`src/opl_pkg.sv`:
```
//////////////////////////////
// output port lookup shared widths, header
// field positions, table sizes and codes
//////////////////////////////
package opl_pkg;

   //////////////////////////////
   // datapath words
   localparam int data_w = 64;
   localparam int ctrl_w = 8;

   // one output queue per bitmask bit
   localparam int num_ports = 8;

   //////////////////////////////
   // flow key fields
   localparam int port_w = 3;
   localparam int mac_w = 48;
   localparam int type_w = 16;
   localparam int key_w = port_w + mac_w + type_w;

   //////////////////////////////
   // module header word
   localparam logic [ctrl_w-1:0] module_hdr_ctrl = 8'hFF;

   // source port sits just above the packet length
   localparam int src_port_pos = 16;

   // output port bitmask in header bits 55:48
   localparam int dst_ports_pos = 48;

   //////////////////////////////
   // tables and queues
   localparam int exact_entries = 4;
   localparam int wildcard_entries = 4;
   localparam int table_idx_w = 2;

   // packet fifo holds a few full packets
   localparam int in_fifo_depth_bits = 5;

   // one entry per packet in flight
   localparam int result_fifo_depth_bits = 2;

   // processor fsm states
   localparam logic [1:0] st_idle = 2'd0;
   localparam logic [1:0] st_forward = 2'd1;
   localparam logic [1:0] st_drop = 2'd2;

   //////////////////////////////
   // types
   typedef struct packed {
      logic [port_w-1:0] src_port;
      logic [mac_w-1:0]  dst_mac;
      logic [type_w-1:0] ethertype;
   } flow_key_t;

   typedef logic [num_ports-1:0] action_t;

endpackage

```
`src/exact_match.sv`:
```
//////////////////////////////
// exact-match flow table, registered result
//////////////////////////////
`timescale 1ns/100ps

module exact_match (
   input  logic                            clk,
   input  logic                            reset,
   input  opl_pkg::flow_key_t              key,
   input  logic                            key_vld,
   input  logic                            tbl_wr,
   input  logic                            tbl_wildcard,
   input  logic [opl_pkg::table_idx_w-1:0] tbl_index,
   input  opl_pkg::flow_key_t              tbl_key,
   input  opl_pkg::action_t                tbl_action,
   output logic                            hit,
   output opl_pkg::action_t                action,
   output logic                            res_vld
);

   import opl_pkg::*;

   logic [exact_entries-1:0] entry_vld;
   flow_key_t                entry_key [exact_entries];
   action_t                  entry_action [exact_entries];

   logic    match_hit;
   action_t match_action;
   logic    tbl_sel;

   // writes with select low land here
   assign tbl_sel = tbl_wr && !tbl_wildcard;

   //////////////////////////////
   // table storage
   always_ff @(posedge clk) begin
      if (reset) begin
         entry_vld <= '0;
      end else if (tbl_sel) begin
         entry_vld[tbl_index] <= 1'b1;
      end
   end

   always_ff @(posedge clk) begin
      if (tbl_sel) begin
         entry_key[tbl_index]    <= tbl_key;
         entry_action[tbl_index] <= tbl_action;
      end
   end

   //////////////////////////////
   // search
   // walk down so the lowest index wins
   always_comb begin
      match_hit    = 1'b0;
      match_action = '0;
      for (int i = exact_entries - 1; i >= 0; i--) begin
         if (entry_vld[i] && (entry_key[i] == key)) begin
            match_hit    = 1'b1;
            match_action = entry_action[i];
         end
      end
   end

   always_ff @(posedge clk) begin
      if (reset) begin
         res_vld <= 1'b0;
         hit     <= 1'b0;
      end else begin
         res_vld <= key_vld;
         if (key_vld) begin
            hit <= match_hit;
         end
      end
   end

   always_ff @(posedge clk) begin
      if (key_vld) begin
         action <= match_action;
      end
   end

endmodule

```
`src/header_parser.sv`:
```
//////////////////////////////
// tracks word position and builds the flow key
//////////////////////////////
`timescale 1ns/100ps

module header_parser (
   input  logic                       clk,
   input  logic                       reset,
   input  logic [opl_pkg::data_w-1:0] in_data,
   input  logic [opl_pkg::ctrl_w-1:0] in_ctrl,
   input  logic                       in_wr,
   output opl_pkg::flow_key_t         key,
   output logic                       key_vld
);

   import opl_pkg::*;

   // 0 header, 1 dst mac, 2 ethertype, 3 rest
   logic [1:0] word_cnt;
   logic       last_word;

   // end of packet, any nonzero ctrl except the header marker
   assign last_word = (in_ctrl != '0) && (in_ctrl != module_hdr_ctrl);

   //////////////////////////////
   // word position
   always_ff @(posedge clk) begin
      if (reset) begin
         word_cnt <= 2'd0;
         key_vld  <= 1'b0;
      end else begin
         // pulse once the ethertype word has gone in
         key_vld <= in_wr && (word_cnt == 2'd2);
         if (in_wr) begin
            if (last_word) begin
               word_cnt <= 2'd0;
            end else if (word_cnt != 2'd3) begin
               // saturate past the key words
               word_cnt <= word_cnt + 2'd1;
            end
         end
      end
   end

   //////////////////////////////
   // field capture
   always_ff @(posedge clk) begin
      if (in_wr) begin
         case (word_cnt)
            2'd0: key.src_port <= in_data[src_port_pos +: port_w];
            // dst mac fills the top six bytes
            2'd1: key.dst_mac <= in_data[data_w-1 -: mac_w];
            // ethertype after the two src mac bytes
            2'd2: key.ethertype <= in_data[16 +: type_w];
            default: key <= key;
         endcase
      end
   end

endmodule

```
`src/match_arbiter.sv`:
```
//////////////////////////////
// picks exact over wildcard, queues one result per packet
//////////////////////////////
`timescale 1ns/100ps

module match_arbiter (
   input  logic             clk,
   input  logic             reset,
   input  logic             exact_hit,
   input  opl_pkg::action_t exact_action,
   input  logic             exact_vld,
   input  logic             wild_hit,
   input  opl_pkg::action_t wild_action,
   input  logic             res_rd_en,
   output logic             res_empty,
   output opl_pkg::action_t res_action,
   output logic             res_hit,
   output logic             res_nearly_full
);

   import opl_pkg::*;

   logic    pick_hit;
   action_t pick_action;

   // exact first, then wildcard, else a miss
   always_comb begin
      pick_hit    = exact_hit || wild_hit;
      pick_action = '0;
      if (exact_hit) begin
         pick_action = exact_action;
      end else if (wild_hit) begin
         pick_action = wild_action;
      end
   end

   // both matchers answer in the same cycle, exact_vld stands for both
   pkt_fifo #(
      .width      (num_ports + 1),
      .depth_bits (result_fifo_depth_bits)
   ) result_fifo (
      .clk         (clk),
      .reset       (reset),
      .din         ({pick_hit, pick_action}),
      .wr_en       (exact_vld),
      .rd_en       (res_rd_en),
      .dout        ({res_hit, res_action}),
      .empty       (res_empty),
      .nearly_full (res_nearly_full)
   );

endmodule

```
`src/opl_processor.sv`:
```
//////////////////////////////
// pairs actions with packets, rewrites header, forwards or drops
//////////////////////////////
`timescale 1ns/100ps

module opl_processor (
   input  logic                       clk,
   input  logic                       reset,
   input  logic [opl_pkg::data_w-1:0] in_fifo_data,
   input  logic [opl_pkg::ctrl_w-1:0] in_fifo_ctrl,
   input  logic                       in_fifo_empty,
   output logic                       in_fifo_rd_en,
   input  logic                       res_empty,
   input  opl_pkg::action_t           res_action,
   input  logic                       res_hit,
   output logic                       res_rd_en,
   output logic [opl_pkg::data_w-1:0] out_data,
   output logic [opl_pkg::ctrl_w-1:0] out_ctrl,
   output logic                       out_wr,
   input  logic                       out_rdy,
   output logic [15:0]                drop_count
);

   import opl_pkg::*;

   logic [1:0]        state;
   // header word still at the fifo head
   logic              first_word;
   action_t           act_q;
   logic              last_word;
   logic              pkt_drop;
   logic [data_w-1:0] hdr_word;

   assign last_word = (in_fifo_ctrl != '0) && (in_fifo_ctrl != module_hdr_ctrl);

   // miss or empty bitmask goes nowhere
   assign pkt_drop = !res_hit || (res_action == '0);

   // header at the head and its result ready
   assign res_rd_en = (state == st_idle) && !in_fifo_empty && !res_empty;

   //////////////////////////////
   // datapath
   // new output ports over the old field
   always_comb begin
      hdr_word = in_fifo_data;
      hdr_word[dst_ports_pos +: num_ports] = act_q;
   end

   assign out_wr   = (state == st_forward) && !in_fifo_empty && out_rdy;
   assign out_data = first_word ? hdr_word : in_fifo_data;
   assign out_ctrl = in_fifo_ctrl;

   // drop drains one word a cycle, out_rdy ignored
   assign in_fifo_rd_en = out_wr || ((state == st_drop) && !in_fifo_empty);

   //////////////////////////////
   // fsm
   always_ff @(posedge clk) begin
      if (reset) begin
         state      <= st_idle;
         first_word <= 1'b0;
         drop_count <= '0;
      end else begin
         case (state)
            st_idle: begin
               if (res_rd_en) begin
                  first_word <= 1'b1;
                  if (pkt_drop) begin
                     state      <= st_drop;
                     drop_count <= drop_count + 16'd1;
                  end else begin
                     state <= st_forward;
                  end
               end
            end
            st_forward: begin
               if (out_wr) begin
                  first_word <= 1'b0;
                  if (last_word) begin
                     state <= st_idle;
                  end
               end
            end
            st_drop: begin
               if (in_fifo_rd_en && last_word) begin
                  state <= st_idle;
               end
            end
            default: state <= st_idle;
         endcase
      end
   end

   // action held for the header rewrite
   always_ff @(posedge clk) begin
      if (res_rd_en) begin
         act_q <= res_action;
      end
   end

endmodule

```
`src/output_port_lookup.sv`:
```
//////////////////////////////
// output port lookup stage, top level
//////////////////////////////
`timescale 1ns/100ps

module output_port_lookup (
   input  logic                            clk,
   input  logic                            reset,
   // packet input
   input  logic [opl_pkg::data_w-1:0]      in_data,
   input  logic [opl_pkg::ctrl_w-1:0]      in_ctrl,
   input  logic                            in_wr,
   output logic                            in_rdy,
   // packet output
   output logic [opl_pkg::data_w-1:0]      out_data,
   output logic [opl_pkg::ctrl_w-1:0]      out_ctrl,
   output logic                            out_wr,
   input  logic                            out_rdy,
   // table write port
   input  logic                            tbl_wr,
   input  logic                            tbl_wildcard,
   input  logic [opl_pkg::table_idx_w-1:0] tbl_index,
   input  opl_pkg::flow_key_t              tbl_key,
   input  opl_pkg::flow_key_t              tbl_mask,
   input  opl_pkg::action_t                tbl_action,
   output logic [15:0]                     drop_count
);

   import opl_pkg::*;

   // input fifo head
   logic [data_w-1:0] in_fifo_data;
   logic [ctrl_w-1:0] in_fifo_ctrl;
   logic              in_fifo_empty;
   logic              in_fifo_rd_en;
   logic              in_nearly_full;

   // parser to matchers
   flow_key_t key;
   logic      key_vld;

   // matchers to arbiter
   logic    exact_hit;
   action_t exact_action;
   logic    exact_vld;
   logic    wild_hit;
   action_t wild_action;

   // arbiter to processor
   logic    res_empty;
   action_t res_action;
   logic    res_hit;
   logic    res_rd_en;
   logic    res_nearly_full;

   // stop the source when either queue runs short
   assign in_rdy = !(in_nearly_full || res_nearly_full);

   //////////////////////////////
   // packet storage and parsing
   pkt_fifo #(
      .width      (ctrl_w + data_w),
      .depth_bits (in_fifo_depth_bits)
   ) input_fifo (
      .clk         (clk),
      .reset       (reset),
      .din         ({in_ctrl, in_data}),
      .wr_en       (in_wr),
      .rd_en       (in_fifo_rd_en),
      .dout        ({in_fifo_ctrl, in_fifo_data}),
      .empty       (in_fifo_empty),
      .nearly_full (in_nearly_full)
   );

   header_parser header_parser (
      .clk     (clk),
      .reset   (reset),
      .in_data (in_data),
      .in_ctrl (in_ctrl),
      .in_wr   (in_wr),
      .key     (key),
      .key_vld (key_vld)
   );

   //////////////////////////////
   // lookup, both tables in parallel
   exact_match exact_match (
      .clk          (clk),
      .reset        (reset),
      .key          (key),
      .key_vld      (key_vld),
      .tbl_wr       (tbl_wr),
      .tbl_wildcard (tbl_wildcard),
      .tbl_index    (tbl_index),
      .tbl_key      (tbl_key),
      .tbl_action   (tbl_action),
      .hit          (exact_hit),
      .action       (exact_action),
      .res_vld      (exact_vld)
   );

   // valid is aligned with the exact result
   wildcard_match wildcard_match (
      .clk          (clk),
      .reset        (reset),
      .key          (key),
      .key_vld      (key_vld),
      .tbl_wr       (tbl_wr),
      .tbl_wildcard (tbl_wildcard),
      .tbl_index    (tbl_index),
      .tbl_key      (tbl_key),
      .tbl_mask     (tbl_mask),
      .tbl_action   (tbl_action),
      .hit          (wild_hit),
      .action       (wild_action),
      .res_vld      ()
   );

   match_arbiter match_arbiter (
      .clk             (clk),
      .reset           (reset),
      .exact_hit       (exact_hit),
      .exact_action    (exact_action),
      .exact_vld       (exact_vld),
      .wild_hit        (wild_hit),
      .wild_action     (wild_action),
      .res_rd_en       (res_rd_en),
      .res_empty       (res_empty),
      .res_action      (res_action),
      .res_hit         (res_hit),
      .res_nearly_full (res_nearly_full)
   );

   //////////////////////////////
   // header rewrite and output
   opl_processor opl_processor (
      .clk           (clk),
      .reset         (reset),
      .in_fifo_data  (in_fifo_data),
      .in_fifo_ctrl  (in_fifo_ctrl),
      .in_fifo_empty (in_fifo_empty),
      .in_fifo_rd_en (in_fifo_rd_en),
      .res_empty     (res_empty),
      .res_action    (res_action),
      .res_hit       (res_hit),
      .res_rd_en     (res_rd_en),
      .out_data      (out_data),
      .out_ctrl      (out_ctrl),
      .out_wr        (out_wr),
      .out_rdy       (out_rdy),
      .drop_count    (drop_count)
   );

endmodule

```
`src/pkt_fifo.sv`:
```
//////////////////////////////
// first-word-fall-through fifo with nearly-full flag
//////////////////////////////
`timescale 1ns/100ps

module pkt_fifo #(
   parameter int width = 72,
   parameter int depth_bits = 5
) (
   input  logic             clk,
   input  logic             reset,
   input  logic [width-1:0] din,
   input  logic             wr_en,
   input  logic             rd_en,
   output logic [width-1:0] dout,
   output logic             empty,
   output logic             nearly_full
);

   // word storage
   logic [width-1:0] mem [2**depth_bits];

   logic [depth_bits-1:0] wr_ptr;
   logic [depth_bits-1:0] rd_ptr;
   // one extra bit so full and empty differ
   logic [depth_bits:0]   count;

   always_ff @(posedge clk) begin
      if (wr_en) begin
         mem[wr_ptr] <= din;
      end
   end

   // pointers and occupancy
   always_ff @(posedge clk) begin
      if (reset) begin
         wr_ptr <= '0;
         rd_ptr <= '0;
         count  <= '0;
      end else begin
         if (wr_en) begin
            wr_ptr <= wr_ptr + 1'b1;
         end
         if (rd_en) begin
            rd_ptr <= rd_ptr + 1'b1;
         end
         case ({wr_en, rd_en})
            2'b10:   count <= count + 1'b1;
            2'b01:   count <= count - 1'b1;
            default: count <= count;
         endcase
      end
   end

   // head word shows without a read
   assign dout = mem[rd_ptr];
   assign empty = (count == '0);

   // two slots left leave room for the word already on its way
   assign nearly_full = (count >= (depth_bits + 1)'(2**depth_bits - 2));

endmodule

```
`src/wildcard_match.sv`:
```
//////////////////////////////
// masked flow table, per-bit don't care
//////////////////////////////
`timescale 1ns/100ps

module wildcard_match (
   input  logic                            clk,
   input  logic                            reset,
   input  opl_pkg::flow_key_t              key,
   input  logic                            key_vld,
   input  logic                            tbl_wr,
   input  logic                            tbl_wildcard,
   input  logic [opl_pkg::table_idx_w-1:0] tbl_index,
   input  opl_pkg::flow_key_t              tbl_key,
   input  opl_pkg::flow_key_t              tbl_mask,
   input  opl_pkg::action_t                tbl_action,
   output logic                            hit,
   output opl_pkg::action_t                action,
   output logic                            res_vld
);

   import opl_pkg::*;

   logic [wildcard_entries-1:0] entry_vld;
   flow_key_t                   entry_key [wildcard_entries];
   // mask bit set means ignore that key bit
   logic [key_w-1:0]            entry_mask [wildcard_entries];
   action_t                     entry_action [wildcard_entries];

   logic    match_hit;
   action_t match_action;
   logic    tbl_sel;

   assign tbl_sel = tbl_wr && tbl_wildcard;

   //////////////////////////////
   // table storage
   always_ff @(posedge clk) begin
      if (reset) begin
         entry_vld <= '0;
      end else if (tbl_sel) begin
         entry_vld[tbl_index] <= 1'b1;
      end
   end

   always_ff @(posedge clk) begin
      if (tbl_sel) begin
         entry_key[tbl_index]    <= tbl_key;
         entry_mask[tbl_index]   <= tbl_mask;
         entry_action[tbl_index] <= tbl_action;
      end
   end

   //////////////////////////////
   // search
   // only unmasked bits compare; lowest index wins
   always_comb begin
      match_hit    = 1'b0;
      match_action = '0;
      for (int i = wildcard_entries - 1; i >= 0; i--) begin
         if (entry_vld[i] && (((entry_key[i] ^ key) & ~entry_mask[i]) == '0)) begin
            match_hit    = 1'b1;
            match_action = entry_action[i];
         end
      end
   end

   always_ff @(posedge clk) begin
      if (reset) begin
         res_vld <= 1'b0;
         hit     <= 1'b0;
      end else begin
         res_vld <= key_vld;
         if (key_vld) begin
            hit <= match_hit;
         end
      end
   end

   always_ff @(posedge clk) begin
      if (key_vld) begin
         action <= match_action;
      end
   end

endmodule
```
`config.mk`:
```
export PLATFORM = sky130hd
export DESIGN_NAME = output_port_lookup
export DESIGN_NICKNAME = d
export VERILOG_FILES = /design/src/opl_pkg.sv /design/src/exact_match.sv /design/src/header_parser.sv /design/src/match_arbiter.sv /design/src/opl_processor.sv /design/src/output_port_lookup.sv /design/src/pkt_fifo.sv /design/src/wildcard_match.sv
export SDC_FILE = /design/constraint.sdc
export NUM_CORES = 2
export LEC_CHECK = 0
export BUFFER_PORTS_ARGS = -buffer_cell sky130_fd_sc_hd__buf_2
export CORE_MARGIN = 2
export CORE_UTILIZATION = 50
export DETAILED_ROUTE_END_ITERATION = 8
export PLACE_DENSITY_LB_ADDON = 0.08
export SETUP_SLACK_MARGIN = 0.05
export SLEW_MARGIN = 20
export SYNTH_ARGS = -nofsm -noshare
export SYNTH_HDL_FRONTEND = slang
export SYNTH_HIERARCHICAL = 1
export SYNTH_SLANG_ARGS = --single-unit
```
`constraint.sdc`:
```
create_clock -name clk -period 13.2 [get_ports clk]
set_clock_uncertainty 0.15 [all_clocks]
set_input_delay 1.32 -clock clk [delete_from_list [all_inputs] [get_ports clk]]
set_output_delay 1.32 -clock clk [all_outputs]
set_load 0.005 [all_outputs]
```
Word level (Yosys, flattened, before mapping)
Memories as Yosys holds them, arrays and structs flattened. A register that Yosys moved wholly into a read port is not among the register bits.
Cells that the tools add are included.
W data, S select, Z words.
{ "classes": {"mux": 46, "n_addsub": 10, "bitwise_logic": 14, "n_lt_le_gt_ge": 4, "eq_ne": 19, "n_reduce_logical": 51} }
{ "ops": {"columns": ["operator", "n"], "rows": [
  ["$and A67 B67 Y67", 4],
  ["$eq A67 B67 Y1", 4],
  ["$logic_not A67 Y1", 4],
  ["$not A67 Y67", 4],
  ["$xor A67 B67 Y67", 4],
  ["$mux W8", 10],
  ["$mux W56", 1],
  ["$logic_and A1 B1 Y1", 20],
  ["$mux W1", 19],
  ["$mux W2", 9],
  ["$add A16 B1 Y16 const B", 1],
  ["$ne A8 B8 Y1 const B", 2],
  ["$reduce_bool A8 Y1", 2],
  ["$pmux W6 S2", 1],
  ["$add A5 B1 Y5 const B", 2],
  ["$mux W5", 2],
  ["$eq A2 B1 Y1 const B", 4],
  ["$eq A2 B2 Y1 const B", 4],
  ["$logic_not A8 Y1", 1],
  ["$or A4 B4 Y4", 2],
  ["$reduce_and A2 Y1", 4],
  ["$reduce_bool A2 Y1", 4],
  ["$add A2 B1 Y2 const B", 3],
  ["$add A6 B1 Y6 const B", 1],
  ["20 further kinds", 32]
]} }
{ "totals": {"ram_bits": 3208, "input_bits": 222, "reg_bits": 147, "out_inout_bits": 90, "n_memories": 7} }
{ "mem_list": {"columns": ["name", "words", "word_bits", "rd", "rd_ports_with_merged_regs", "write_ports", "line_no", "text"], "rows": [
  ["input_fifo.mem", 32, 72, 1, 1, 1, "pkt_fifo.sv:21", "logic [width-1:0] mem [2**depth_bits];"],
  ["exact_match.entry_key", 4, 67, 4, 0, 1, "exact_match.sv:24", "flow_key_t entry_key [exact_entries];"],
  ["wildcard_match.entry_key", 4, 67, 4, 0, 1, "wildcard_match.sv:25", "flow_key_t entry_key [wildcard_entries];"],
  ["wildcard_match.entry_mask", 4, 67, 4, 0, 1, "wildcard_match.sv:27", "logic [key_w-1:0] entry_mask [wildcard_entries];"],
  ["match_arbiter.result_fifo.mem", 4, 9, 1, 1, 1, "pkt_fifo.sv:21", null],
  ["exact_match.entry_action", 4, 8, 4, 0, 1, "exact_match.sv:25", "action_t entry_action [exact_entries];"],
  ["+1 memories", null, null, null, null, null, null, null]
]} }

Longest topological paths before layout
{ "logic_depth": {"word_depth": 8, "ltp_mapped": 14, "depth_no_buf": 10} }

Modules after synthesis
The synthesis kept the hierarchy.
{ "modules_own_cells": {"columns": ["module", "area_per_inst_um2", "cells_per_inst", "seq_area_each_um2", "n_inst"], "rows": [
  ["pkt_fifo (input_fifo)", 88830.2, 4247, 69606.8, 1],
  ["wildcard_match", 22006.1, 1179, 17416.7, 1],
  ["exact_match", 13000.0, 815, 9369.0, 1],
  ["header_parser", 2265.9, 98, 2072.0, 1],
  ["opl_processor", 1849.3, 205, 620.6, 1],
  ["pkt_fifo (match_arbiter.result_fifo)", 1732.9, 94, 1261.2, 1],
  ["match_arbiter", 108.9, 15, 0.0, 1],
  ["output_port_lookup", 3.8, 1, 0.0, 1]
]} }

Worst setup path before layout
No wires, ideal clock.
{ "synth_path": {"kind": "input to register", "start": "in tbl_wr", "end": "mem wildcard_match/entry_action[1][0] in the netlist's numbering, enable pin", "slack_ns": 0.491, "cell_stages": 2, "arrival_ns": 11.711, "n_path_buf": 0, "cell_sequence": "nand2_1 -> nor3b_1"} }
{ "synth_between": {"elab_chain_cells": 3} }
{ "synth_lines": {"columns": ["element", "line_no", "text"], "rows": [
  ["start, declared", "output_port_lookup.sv:20", "input logic tbl_wr,"],
  ["$logic_and A1 B1 Y1", "wildcard_match.sv:34", "assign tbl_sel = tbl_wr && tbl_wildcard;"],
  ["$mux W1", "wildcard_match.sv:47", "if (tbl_sel) begin"],
  ["$mux W1 (not written as such)", "wildcard_match.sv:50", "entry_action[tbl_index] <= tbl_action;"],
  ["end, declared", "wildcard_match.sv:28", "action_t entry_action [wildcard_entries];"]
]} }
No other way between the ends.

==> flow_summary.yaml <==
floorplanning:
  die_area_um2: 264000
  io_pins: 312
  rows: 187
  die_h_um: 513
  fp.dieW_um: 513
  core_um2: 259000
  start_util_pct: 50.1
detailed_routing:
  drtAntennaViolNets: 0
  first_pass_iters: 5
  viasPerCell: 6.22
  num_vias: 67269
  drt_iter0_drc: 8323
  drt_drc_violations_left: 0
  wl_per_cell_um: 35.0
  wl_um: 378000
placement:
  hpwl_um: 221000
  place.gp.congestion: 0.863
  placed_cells: 10144
  port_buffers: 311
timing:
  hold_viol_final: 0
  drv_slew: 0
  fin_crit_sh_pct: 55.5
  fin_crit_ns: 7.33
  finalHoldWorstSlack_ns: 0.325
  rsz0062_at_grt: "false"
  tightest_slew_ns: 1.14
  relSlewSlack_pct: 23.8
  max_freq_ghz: 0.137
  tns_ns: 0
  finalSetupViolations: 0
layout:
  final_nets: 7348
  fillers: 19671
  instances_no_fill: 10808
  finalCoreUtilization_pct: 56.6
  synthToLayoutAreaGrowth_pct: 12.8
  drive_above_1_share_pct: 24.2
setup_path:
  critical_path_class: "flip-flop to output pin"
  critPathRequiredTime_ns: 11.73
  crit_buf_inv: 4
  cp.arrival_ns: 5.86
  crit_fanout: 93
  path_cells: "buf_12 > buf_4 > buf_4 > mux4_2 > a22oi_1 > nand4b_1 > mux2_2 > buf_2"
  path_delay_family: "buffers and inverters"
  cpMostUsedCell: "buf_4"
  max_stage_delay_ns: 0.82
  critPathLaunchType: "flip-flop"
  critical-path-slowest-cell: "buf_4"
  endpoint_kind: "output pin"
synthesis:
  syn_area_per_cell_um2: 19.5
  synth_area_um2: 130000
  synth_nets: 6892
  syn-instance-count: 6651
  ys_warn_count: 6
clock_tree:
  clockBufferDepth: 4
  root_buffer: "clkbuf_16"
  clkTransAtPathRegs_ns: 0.06
  cts.sinks: 3362
  postCtsSetupRepairBufs: 0
  numCtsBuffers: 361
  worstSkewPairLatency_ns: 0.96
  cts_resized: 0
  ctsHoldBuffers: 0
  htree_levels: 5
  cts_tree: "yes"
grt:
  grt_max_degree: 124
  groute.usage.overall_pct: 28.4
  grt_overflow: 0
  grt_first_pass_wirelength_um: 520000
  antenna_found_initial: 63
  first_global_vias: 66003
min_path:
  hold_start: "exact_match/entry_vld[0]$_SDFFE_PP0P_"
  hp-class: "flip-flop to flip-flop"
power_and_ir_drop:
  leakagePower_uw: 0.0450
  vdd_drop_max_uv: 135
  power.density_nw_per_um2: 150
flow_run:
  maxCapViolations: 0
status:
  status: "completed"
[placed cells by master, fill, tap and decap left out, types with 13 or more instances in the layout]
cell type	instances
xnor2_1	372
xor2_1	108
clkinv_2	61
nor2_4	36
nand2b_1	44
nand2_1	63
or3_1	71
nor4_1	70
mux4_2	301
o21ai_0	70
a211oi_1	57
mux2i_1	202
bufinv_16	18
clkbuf_16	365
buf_2	311
edfxtp_1	3299
nand3_1	47
dfxtp_1	60
nor4_2	13
a21oi_1	42
o22ai_1	309
ha_1	18
nand4b_1	52
clkbuf_8	17
mux2_2	390
a22o_1	17
nor2_1	73
diode_2	17
nor2b_1	27
a22oi_1	193
o2111ai_1	13
clkbuf_1	79
clkinv_1	89
inv_1	61
nand4_1	70
buf_4	172
[per-stage QoR]
step	setup WS, ns	area [um2]	total power (uW)
floorplan	0.491	130000	12300
global placement	6.71	135000	12600
detailed placement	6.73	135000	12700
CTS	5.72	146000	22100
global route	5.51	146000	22500
finish	5.87	146000	22000
[report_power, final]
group / internal [uW] / switching [uW]
sequential: 11900 / 44.8
clock: 5500 / 4030
combinational: 130 / 397
[sequential cells by signal, indices dropped and copies added (netlist names), 2 cells and up, named ones only]
name	flops
exact_match/action	8
exact_match/entry_action	32
exact_match/entry_key	268
exact_match/entry_vld	4
header_parser/key	67
header_parser/word_cnt	2
input_fifo/count	6
input_fifo/mem	2304
input_fifo/rd_ptr	5
input_fifo/wr_ptr	5
match_arbiter/result_fifo/count	3
match_arbiter/result_fifo/mem	36
match_arbiter/result_fifo/rd_ptr	2
match_arbiter/result_fifo/wr_ptr	2
opl_processor/act_q	8
opl_processor/drop_count	16
opl_processor/state	2
wildcard_match/action	8
wildcard_match/entry_action	32
wildcard_match/entry_key	268
wildcard_match/entry_mask	268
wildcard_match/entry_vld	4
[per-layer routing]
| metal | up-vias | wire [um] | GRT usage (%) |
|---|---|---|---|
| met5 | - | 173 | 0 |
| met4 | 30 | 12900 | 9.13 |
| met3 | 611 | 28700 | 4.64 |
| met2 | 3008 | 185000 | 46.7 |
| met1 | 35827 | 151000 | 38.9 |
| li1 | 27793 | - | - |
[final timing paths]
kind              cells past startpoint  slack [ns]                                    end
setup / recovery                      8        5.87                           out_data[52]
hold / removal                        2        0.32  exact_match/entry_vld[0]$_SDFFE_PP0P_
setup reg to reg                     12        7.16    opl_processor/state[1]$_SDFFE_PP0P_
hold reg to reg                       2        0.32  exact_match/entry_vld[0]$_SDFFE_PP0P_
[area by class of cell]
class                   count  area, um2  share of cell area [%]
clock buffers             461       9660                    6.60
diodes                     17       42.5                  0.0291
inverters                  69        259                   0.177
flip-flops and latches   3362     100000                    68.6
well taps                3402       4260                    2.91
multi-input cells        2822      27400                    18.7
repair buffers            491       3010                    2.05
clock inverters           184       1350                   0.925
[worst register-to-register path, delay by kind of cell, from the launching register on]
kind / cells / cell delay, ns
buffers and inverters: 3 / 2.44
and+or+nand+nor: 5 / 1.81
DFF: 1 / 0.67
muxes: 1 / 0.45
AOI/OAI and AO/OA: 3 / 0.41
Power figures use the tool's default switching activity.
